**src/capture_pkg.sv**
```systemverilog
`default_nettype none

package capture_pkg;

   // app command codes, as on the controller user port
   localparam logic [2:0] cmd_write = 3'd0;
   localparam logic [2:0] cmd_read = 3'd1;

   // one sample per app data beat
   localparam int sample_width = 32;
   // two samples per stored line
   localparam int line_width = 2 * sample_width;

   // app byte address
   localparam int addr_width = 30;
   // address step between lines
   localparam int line_bytes = 8;

   typedef logic [line_width-1:0] line_t;
   typedef logic [sample_width-1:0] sample_t;

endpackage

`default_nettype wire

```
**src/readback_reader.sv**
```systemverilog
`timescale 1ns/1ps
`default_nettype none

module readback_reader (
   input  wire                                   clk,
   input  wire                                   reset,
   input  wire                                   start,
   input  wire [capture_pkg::addr_width-1:0]     line_count,
   input  wire                                   app_rdy,
   input  wire capture_pkg::sample_t             app_rd_data,
   input  wire                                   app_rd_data_valid,
   input  wire                                   app_rd_data_end,
   output logic [capture_pkg::addr_width-1:0]    app_addr,
   output logic [2:0]                            app_cmd,
   output logic                                  app_en,
   output logic                                  busy,
   output logic                                  out_valid,
   output capture_pkg::sample_t                  out_data,
   output logic                                  done
);

   import capture_pkg::*;

   logic [addr_width-1:0] reads_left;
   logic [addr_width-1:0] ends_left;
   logic rd_accept;

   // request every cycle until all lines issued
   assign app_en = busy && (reads_left != '0);
   assign app_cmd = cmd_read;
   assign rd_accept = app_en && app_rdy;

   always_ff @(posedge clk) begin
      if (reset) begin
         busy <= 1'b0;
         reads_left <= '0;
         ends_left <= '0;
         app_addr <= '0;
         out_valid <= 1'b0;
         done <= 1'b0;
      end else begin
         done <= 1'b0;
         out_valid <= app_rd_data_valid;
         if (start && !busy) begin
            app_addr <= '0;
            reads_left <= line_count;
            ends_left <= line_count;
            // nothing stored, finish at once
            busy <= (line_count != '0);
            done <= (line_count == '0);
         end else if (busy) begin
            if (rd_accept) begin
               reads_left <= reads_left - 1'b1;
               app_addr <= app_addr + addr_width'(line_bytes);
            end
            // one end beat per line
            if (app_rd_data_valid && app_rd_data_end) begin
               ends_left <= ends_left - 1'b1;
               if (ends_left == addr_width'(1)) begin
                  busy <= 1'b0;
                  done <= 1'b1;
               end
            end
         end
      end
   end

   // beat data, one cycle behind
   always_ff @(posedge clk) begin
      out_data <= app_rd_data;
   end

   // replies only arrive for reads issued during a readback
   a_reply_in_readback: assert property (@(posedge clk) disable iff (reset)
      app_rd_data_valid |-> busy)
      else $error("readback_reader: read reply outside readback");

endmodule

`default_nettype wire

```
**config.mk**
```make
export PLATFORM = sky130hd
export DESIGN_NAME = readback_reader
export DESIGN_NICKNAME = d
export VERILOG_FILES = /design/src/capture_pkg.sv /design/src/readback_reader.sv
export SDC_FILE = /design/constraint.sdc
export NUM_CORES = 1
export LEC_CHECK = 0
export BUFFER_PORTS_ARGS = -buffer_cell sky130_fd_sc_hd__buf_2
export CAP_MARGIN = 20
export CORE_AREA = 2 2 89 154
export CTS_BUF_LIST = sky130_fd_sc_hd__clkbuf_16
export DETAILED_ROUTE_END_ITERATION = 10
export DIE_AREA = 0 0 91 156
export PLACE_DENSITY = 0.67
export SLEW_MARGIN = 20
export SYNTH_ARGS = -nofsm -noshare
export SYNTH_HDL_FRONTEND = slang
export SYNTH_SLANG_ARGS = --single-unit
```
**constraint.sdc**
```tcl
create_clock -name clk -period 6.6 [get_ports clk]
set_input_delay 0.33 -clock clk [delete_from_list [all_inputs] [get_ports clk]]
set_output_delay 0.33 -clock clk [all_outputs]
set_load 0.05 [all_outputs]
```
==> results.sh <==
export IMPL_total_power_mw=2.045
export IMPL_async_flop_share_pct=0
export IMPL_final_min_clock_period_ns=3.160
export IMPL_status="completed"
export IMPL_ys_seq_area_share_pct=42.79
export IMPL_timing_rr_end="reads_left[15]"
export IMPL_peakVddDrop_uv=181.5
export IMPL_cts_buffers=17
export IMPL_r2r_setup_slack_ns=3.56
export IMPL_rr_startpoint="reads_left[20]"
export IMPL_start_util_pct=44.12
export IMPL_maxSlewViolCount=0
export IMPL_synth_main_ff_cell="dfxtp_1"
export IMPL_skew_ns=0.009329
export IMPL_synthDistinctLibCells=60
export IMPL_drv_cap=0
export IMPL_synth_area_um2=5708
export IMPL_slew_headroom_pct=37.88
export IMPL_synthTopCellsByCount="dfxtp_1, nand2_1, a21oi_1, or3_1, nor2_1"
export IMPL_area_growth_pct=26.28
export IMPL_yosys_area_top_type="dfxtp_1"
export IMPL_n_antenna_cell=0
export IMPL_hold_class="input pin to register"
export IMPL_grt_max_degree=72
export IMPL_grt_usage_pct=24.99
export IMPL_syn_avg_cell_area_um2=8.444
export IMPL_tightest_slew_ns=0.9233
export IMPL_synth_edf_count=0
export IMPL_die_width_um=91
export IMPL_postCtsResizedCells=0
export IMPL_startpoint="reads_left[20]"
export IMPL_drt_initial_drc_count=426
export IMPL_critPathArrivalTime_ns=2.83
export IMPL_fillers=1245
export IMPL_via_count=6017
export IMPL_worstSkewPairLatency_ns=0.42
export IMPL_clk_path_buf_depth=2
export IMPL_rows=55
export IMPL_cts_tree="done"
export IMPL_post_drt_wl_per_cell_um=18.04
export IMPL_rsz0062_at_grt="no"
export IMPL_reg2regPathDepth=5
export IMPL_leakage_nw=2.715
export IMPL_grt_antenna_before_repair=0
export IMPL_yosys_warnings=0
export IMPL_fin_crit_sh_pct=47.88
export IMPL_register_area_um2=2442
export IMPL_io_buffers=130
export IMPL_fmax_mhz=316.4
export IMPL_design_die_area_um2=14200
export IMPL_crit_type="register to output port"
export IMPL_ios=137
export IMPL_dp_hpwl_mm=12.76
export IMPL_antenna_left=0
export IMPL_powerDensity_nw_per_um2=283.7
export IMPL_first_pass_iters=5
export IMPL_yosysMostFrequentCell="dfxtp_1"
export IMPL_vias_per_cell=6.047
export IMPL_routed_wl_mm=17.95
export IMPL_core_um2=12940
export IMPL_htree_levels=4
export IMPL_fin_tns_setup_ns=0
export IMPL_cp_required_ns=6.27
export IMPL_ys_seq_elements=122
export IMPL_grt_pass1_vias=5689
export IMPL_cp_end_kind="output port"
export IMPL_clock_sinks=122
export IMPL_place_gp_congestion=0.9811
export IMPL_drive_gt1_share_pct=23.18
export IMPL_drc=0
export IMPL_cts_root_buf="clkbuf_16"
export IMPL_path_clk_slew_ns=0.06
export IMPL_nNetsFinal=883
export IMPL_syn_inst=676
export IMPL_multiInputGateArea_um2=3029
export IMPL_post_synth_top_area_fraction_pct=42.79
export IMPL_cp_endpoint="app_en"
export IMPL_setup_viol=0
export IMPL_start_kind="register"
export IMPL_cp_max_fo=12
export IMPL_die_h_um=156
export IMPL_grt_first_pass_wirelength_mm=28.55
export IMPL_synthTopCellsByArea="dfxtp_1, a21oi_1, or3_1"
export IMPL_grt_remaining_overflow=0
export IMPL_hold_violations=0
==> power by group <==
part,internal [mW],leakage [nW],switching [mW]
clock network,0.502,0.275,0.394
registers,0.775,1.01,0.0359
logic,0.108,1.43,0.229
==> worst max-delay path, cell delays in order (launching register included) <==
cell and delay, ns:
dfxtp_1 0.35, or4_1 0.63, or4_1 0.68, nor3_1 0.23
buf_4 0.24, nor2_1 0.06, buf_2 0.21
==> layer usage <==
layer | GRT usage, % | vias to the layer above | wire [µm]
li1 | - | 2865 | -
met1 | 26.80 | 2804 | 6620
met2 | 44.90 | 284 | 9352
met3 | 5.362 | 64 | 1185
met4 | 14.21 | 0 | 788
met5 | 0 | - | 0
==> sequential cells by signal, summed over array words and instances (netlist names) <==
signal      count
ends_left      30
out_data       32
app_addr       27
out_valid       1
reads_left     30
done            1
busy            1
==> cells by family (layout without fill, tap and decap cells) <==
kind of cell               after synthesis  after routing  synth area share [%]
AOI/OAI and AO/OA                      183            183                 21.20
xor gates and xnor gates                 5              5                0.7672
adders and majority gates                4              4                0.8768
buffers and inverters                   57            201                 4.450
DFF                                    122            122                 42.79
muxes                                    5              5                0.9863
other                                    2              6                0.1316
and+or+nand+nor                        298            298                 28.80
==> per-stage QoR <==
stage	setup slack (ns)	hold WS [ns]	std cells	instance area, µm²	utilization (%)
finish	3.440	0.01031	995	7208	55.72
global placement	3.649	0.4325	945	6452	49.87
CTS	3.439	0.0001945	992	7178	55.48
detailed placement	3.596	0.4337	945	6452	49.87
floorplan	4.074	0.3577	680	5723	-
global route	3.158	-0.002224	995	7208	55.72
==> cells in the final DEF (no fill, tap or decap), types with 24 or more instances in the layout <==
cell	Yosys	routed
nor4_1	26	26
nand3_1	29	29
nor2_1	37	37
nand2_1	61	61
o21ai_0	24	24
a21oi_1	49	49
dfxtp_1	122	122
buf_2	5	130
a31oi_1	30	30
or3_1	38	38
==> repair_timing <==
item / 4_1_cts / 5_1_grt
setup buffers: 0 / 0
endpoints found under the hold margin: 15 / 3
endpoints found under the setup margin: 0 / 0
hold buffers: 15 / 3
==> worst min path at each step <==
stage | from | endpoint | depth (start not counted) | slack (ns)
3_3_place_gp | app_rd_data[4] | out_data[4] | 1 | 0.43
2_1_floorplan | app_rd_data[0] | out_data[0] | 0 | 0.36
4_1_cts | app_rd_data[1] | out_data[1] | 1 | 0.0002
6_report | app_rd_data[29] | out_data[29] | 1 | 0.01
5_1_grt | app_rd_data[29] | out_data[29] | 1 | -0.002
3_5_place_dp | app_rd_data[18] | out_data[18] | 1 | 0.43
==> layout make-up <==
| cell class | instances | area share [%] |
|---|---|---|
| multi-input combinational | 501 | 42.02 |
| sequential | 122 | 33.88 |
| timing repair buffer | 158 | 12.57 |
| clock buffer | 17 | 5.902 |
| tap | 171 | 2.968 |
| clock inverter | 15 | 2.083 |
| inverter | 11 | 0.5728 |
No activity file was read; power rests on OpenSTA's default activity.
