===== src/capture_pkg.sv =====
`default_nettype none

package capture_pkg;

   // app command codes, as on the controller user port
   localparam logic [2:0] cmd_write = 3'd0;
   localparam logic [2:0] cmd_read = 3'd1;

   // one sample per app data beat
   localparam int sample_width = 32;
   // two samples per stored line
   localparam int line_width = 2 * sample_width;

   // app byte address
   localparam int addr_width = 30;
   // address step between lines
   localparam int line_bytes = 8;

   typedef logic [line_width-1:0] line_t;
   typedef logic [sample_width-1:0] sample_t;

endpackage

`default_nettype wire


===== src/sync_fifo.sv =====
`timescale 1ns/1ps
`default_nettype none

module sync_fifo #(
   parameter type payload_t = logic [31:0],
   parameter int p_depth = 16,
   parameter int p_threshold = 12
) (
   input  wire                            clk,
   input  wire                            reset,
   input  wire                            wr_en,
   input  wire payload_t                  din,
   input  wire                            rd_en,
   output payload_t                       dout,
   output logic                           empty,
   output logic [$clog2(p_depth+1)-1:0]   level,
   output logic                           nearly_full,
   output logic                           overflow
);

   localparam int lw = $clog2(p_depth + 1);
   localparam int pw = (p_depth > 1) ? $clog2(p_depth) : 1;

   payload_t mem [p_depth];
   logic [pw-1:0] wr_ptr;
   logic [pw-1:0] rd_ptr;
   logic full;
   logic do_wr;
   logic do_rd;

   // wrap for depths that are not a power of two
   function automatic logic [pw-1:0] next_ptr(input logic [pw-1:0] ptr);
      return (ptr == pw'(p_depth - 1)) ? '0 : ptr + 1'b1;
   endfunction

   assign full = (level == lw'(p_depth));
   assign empty = (level == '0);
   assign nearly_full = (level >= lw'(p_threshold));
   // writes into a full buffer are dropped
   assign do_wr = wr_en && !full;
   assign do_rd = rd_en && !empty;
   // head word visible before the pop
   assign dout = mem[rd_ptr];

   always_ff @(posedge clk) begin
      if (do_wr) begin
         mem[wr_ptr] <= din;
      end
   end

   always_ff @(posedge clk) begin
      if (reset) begin
         wr_ptr <= '0;
         rd_ptr <= '0;
         level <= '0;
         overflow <= 1'b0;
      end else begin
         if (do_wr) begin
            wr_ptr <= next_ptr(wr_ptr);
         end
         if (do_rd) begin
            rd_ptr <= next_ptr(rd_ptr);
         end
         case ({do_wr, do_rd})
            2'b10: level <= level + 1'b1;
            2'b01: level <= level - 1'b1;
            default: level <= level;
         endcase
         // sticky, cleared by reset only
         if (wr_en && full) begin
            overflow <= 1'b1;
         end
      end
   end

   a_no_underflow: assert property (@(posedge clk) disable iff (reset) rd_en |-> !empty)
      else $error("sync_fifo: read while empty");

endmodule

`default_nettype wire


===== src/capture_writer.sv =====
`timescale 1ns/1ps
`default_nettype none

module capture_writer #(
   parameter int p_sample_depth = 16
) (
   input  wire                                   clk,
   input  wire                                   reset,
   input  wire                                   sample_valid,
   input  wire capture_pkg::sample_t             sample_data,
   input  wire                                   hold,
   input  wire                                   app_rdy,
   output logic [capture_pkg::addr_width-1:0]    app_addr,
   output logic [2:0]                            app_cmd,
   output logic                                  app_en,
   output capture_pkg::sample_t                  app_wdf_data,
   output logic                                  app_wdf_wren,
   output logic                                  app_wdf_end,
   output logic [capture_pkg::addr_width-1:0]    lines_written,
   output logic                                  overflow
);

   import capture_pkg::*;

   localparam int lw = $clog2(p_sample_depth + 1);

   sample_t fifo_dout;
   logic fifo_pop;
   logic [lw-1:0] fifo_level;
   logic write_start;
   logic in_beat2;

   // sample buffer, losses set the sticky flag
   sync_fifo #(
      .payload_t   (sample_t),
      .p_depth     (p_sample_depth),
      .p_threshold (p_sample_depth)
   ) u_sample_fifo (
      .clk         (clk),
      .reset       (reset),
      .wr_en       (sample_valid),
      .din         (sample_data),
      .rd_en       (fifo_pop),
      .dout        (fifo_dout),
      .empty       (),
      .level       (fifo_level),
      .nearly_full (),
      .overflow    (overflow)
   );

   // need a full pair queued, odd sample waits
   assign write_start = !in_beat2 && (fifo_level >= lw'(2)) && app_rdy && !hold;

   // head sample out on each beat, popped as it goes
   assign fifo_pop = write_start || in_beat2;
   assign app_en = fifo_pop;
   assign app_wdf_wren = fifo_pop;
   assign app_wdf_end = in_beat2;
   assign app_wdf_data = fifo_dout;
   assign app_cmd = cmd_write;

   always_ff @(posedge clk) begin
      if (reset) begin
         in_beat2 <= 1'b0;
         app_addr <= '0;
         lines_written <= '0;
      end else begin
         // beat 2 always follows beat 1
         in_beat2 <= write_start;
         if (in_beat2) begin
            app_addr <= app_addr + addr_width'(line_bytes);
            lines_written <= lines_written + 1'b1;
         end
      end
   end

endmodule

`default_nettype wire


===== config.mk =====
export PLATFORM = sky130hd
export DESIGN_NAME = capture_writer
export DESIGN_NICKNAME = d
export VERILOG_FILES = /design/src/capture_pkg.sv /design/src/sync_fifo.sv /design/src/capture_writer.sv
export SDC_FILE = /design/constraint.sdc
export NUM_CORES = 1
export LEC_CHECK = 0
export ABC_AREA = 1
export CAP_MARGIN = 0
export CORE_UTILIZATION = 55
export DETAILED_ROUTE_END_ITERATION = 10
export DONT_BUFFER_PORTS = 1
export PLACE_DENSITY = 0.67
export SLEW_MARGIN = 20
export SYNTH_ARGS = -nofsm -noshare
export SYNTH_HDL_FRONTEND = slang
export SYNTH_SLANG_ARGS = --single-unit

===== constraint.sdc =====
create_clock -name clk -period 7.8 [get_ports clk]
set_input_delay 1.95 -clock clk [delete_from_list [all_inputs] [get_ports clk]]
set_output_delay 1.95 -clock clk [all_outputs]
set_load 0.03 [all_outputs]

==> reports/results.txt <==
status - finished clean
r2r endpoint - u_sample_fifo.level[4]
pin count of the biggest net entering global routing - 187
Area contributors post-synth - edfxtp_1, dfxtp_1, inv_1
Syn Inst Count - 2232
CTS resizes - 0
asr flop ratio synth - 0%
CP endpoint kind - output port
final period utilization - 67.1%
prevailing post-synth register cell - edfxtp_1
CP arrival - 3.28 ns
IO Port Bufs - 0
core area - 44500 um^2
diode count - 0
DR top layer - met4
Worst setup SP type - register
die width - 215 um
Reg2Reg Depth - 19
fin. max-slew vios - 0
DRT iter0 DRCs - 1450
Ys Warns - 0
Post-Route M1 WL - 23.6 mm
CTS tree - yes
clock sink count - 588
EDFF count, synth - 512
Top-Level Pins - 136
Initial Util - 56.0%
CTS root buf - clkbuf_16
share of layout cells above drive strength 1 - 6.23%
RSZ-0062 raised after global routing - false
R2R Setup Slk - 4.20 ns
Mapped Area - 24900 um^2
Hold WC Path Type - reg -> reg
most frequent cells after synthesis - edfxtp_1, inv_1, nand2_1
Min Clock Period, post-route - 5.23 ns
drc violations - 0
Hold Path Sink - u_sample_fifo.level[0]
Hold Crit Depth - 1
Max Clk Rate - 191 MHz
CTS H-tree depth - 2
most common cell in the netlist - edfxtp_1
post-CTS setup buffer count - 0
die height - 215 um
Post-DP HPWL - 29.2 mm
worst-margin pin slew - 0.880 ns
nets@finish - 2250
CP max FO - 33
Setup Skew - 0.0138 ns
DR WL/cell - 19.2 um
Reg area - 16900 um^2
GPL Wtd Cong - 0.837
max-cap violations - 0
Vias per Instance - 5.61
vias post-DR - 15900
Worst EP required - 5.85 ns
#FFs+latches synth - 588
Die Area - 46200 um^2
distinct cell type count after synthesis - 37
clock buffer depth - 3
cell accounting for the most synthesized area - edfxtp_1
P per Cell Area - 278 nW/um^2
Final ANT Viol Nets - 0
hold path start - u_sample_fifo.level[0]
Total Power - 7510 uW
multi-input logic area - 6070 um^2
Fin. Hold Viols - 0
total track usage - 23.9%
Initial DRT Pass Iterations - 5
wire length on met2 - 26.0 mm
Clk pin slew, worst setup/hold paths - 0.06 ns
Peak VDD IR - 200 uV
Synth top area share - 61.7%
layout filler cell count - 3547
initial antenna violation count - 0
Leak Pwr - 0.00952 uW
vias in the first global route - 15000
post-synthesis sequential area ratio - 67.8%
WL final - 54.6 mm
final setup vio count - 0
worst skew pair latency - 0.60 ns
FP Rows - 77
Setup CP Type - reg -> out
Met3 Routed Length - 3.56 mm
Hold Buf Count CTS - 0
total negative slack - 0 ns
global-route wire length before repair - 85.5 mm
max_slew headroom - 41.3%
area growth from synthesis to layout - 8.13%
worst r2r src - app_wdf_end
Mean Syn Cell Area - 11.2 um^2
GRT Residual Overflow - 0
Num CTS Buffers - 58
## cell type report
cell class	count	share of cell area, %
repair buffers	28	0.919
flip-flops and latches	588	62.7
clock buffers	77	5.73
clock inverters	30	0.812
inverters	328	4.57
well taps	592	2.75
multi-input cells	1197	22.5
## worst max path at each step
stage / end / slack, ns
floorplan: app_wdf_wren / 3.23
global placement: app_en / 3.22
CTS: app_wdf_data[20] / 2.58
finish: app_wdf_data[20] / 2.57
global route: app_wdf_data[3] / 2.47
detailed placement: app_wdf_wren / 3.22
## state kept, by name (all words and copies together), names as in the netlist, named ones only
signal                  flops
u_sample_fifo.overflow      1
u_sample_fifo.wr_ptr        4
u_sample_fifo.level         5
app_addr                   27
u_sample_fifo.rd_ptr        4
lines_written              30
u_sample_fifo.mem         512
app_wdf_end                 1
## power by group
group / internal [uW] / total, uW / switching, uW
clock network: 1480 / 2620 / 1140
registers: 3480 / 3580 / 96.7
logic: 375 / 1300 / 930
total: 5340 / 7510 / 2160
## logic make-up after synthesis
family	after synthesis	synth area share [%]
other	1	0.0150
buffers and inverters	452	8.44
AOI/OAI and AO/OA	444	10.2
DFF	588	67.8
xor gates and xnor gates	10	0.351
adders and majority gates	12	0.632
and+or+nand+nor	725	12.6
## critical path, cell delays in order (launching register included)
cell and delay, ns:
dfxtp_2 0.31, buf_4 0.50, clkinv_1 0.88, buf_4 0.54, nand3_1 0.16, nand2_1 0.26
## cell usage in the layout (no fill, tap or decap)
cell type	synthesis	final
edfxtp_1	512	512
inv_1	327	326
nand2_1	302	302
nand3_1	237	237
a21oi_1	162	162
o211ai_1	128	128
nor2_1	138	122
o21ai_0	91	91
dfxtp_1	76	72
clkbuf_16	0	59
o21ai_1	58	58
buf_4	13	25
nand4_1	20	20
clkbuf_1	28	18
nor2_4	1	17
clkinv_2	0	14
clkinv_1	0	12
nor3_1	12	12
ha_1	11	11
nor2_2	9	9
conb_1	1	6
xor2_1	5	5
xnor2_1	5	5
bufinv_16	0	3
buf_12	0	3
nand2_2	2	2
a31oi_1	2	2
dfxtp_4	0	2
dfxtp_2	0	2
inv_6	0	2
inv_2	1	1
and2_1	1	1
o21a_1	1	1
o21bai_1	1	1
nor3b_1	1	1
nand3b_1	1	1
or2_2	1	1
a21boi_0	1	1
fa_1	1	1
## stage by stage
stage               instances  hold WS (ns)  util, %  setup WS [ns]  area, um^2
detailed placement       2733         0.469     56.6           3.22       25200
global route             2840         0.517     60.6           2.47       27000
finish                   2840         0.482     60.6           2.57       27000
global placement         2733         0.463     56.6           3.22       25200
CTS                      2840         0.485     60.6           2.58       27000
floorplan                2237         0.443        -           3.23       25000
## per-layer routing
metal	track usage (%)	up-vias
met5	0	-
met4	7.60	0
met3	4.26	101
met2	38.8	507
met1	32.7	7664
li1	-	7654
No activity file was read; power rests on OpenSTA's default activity.
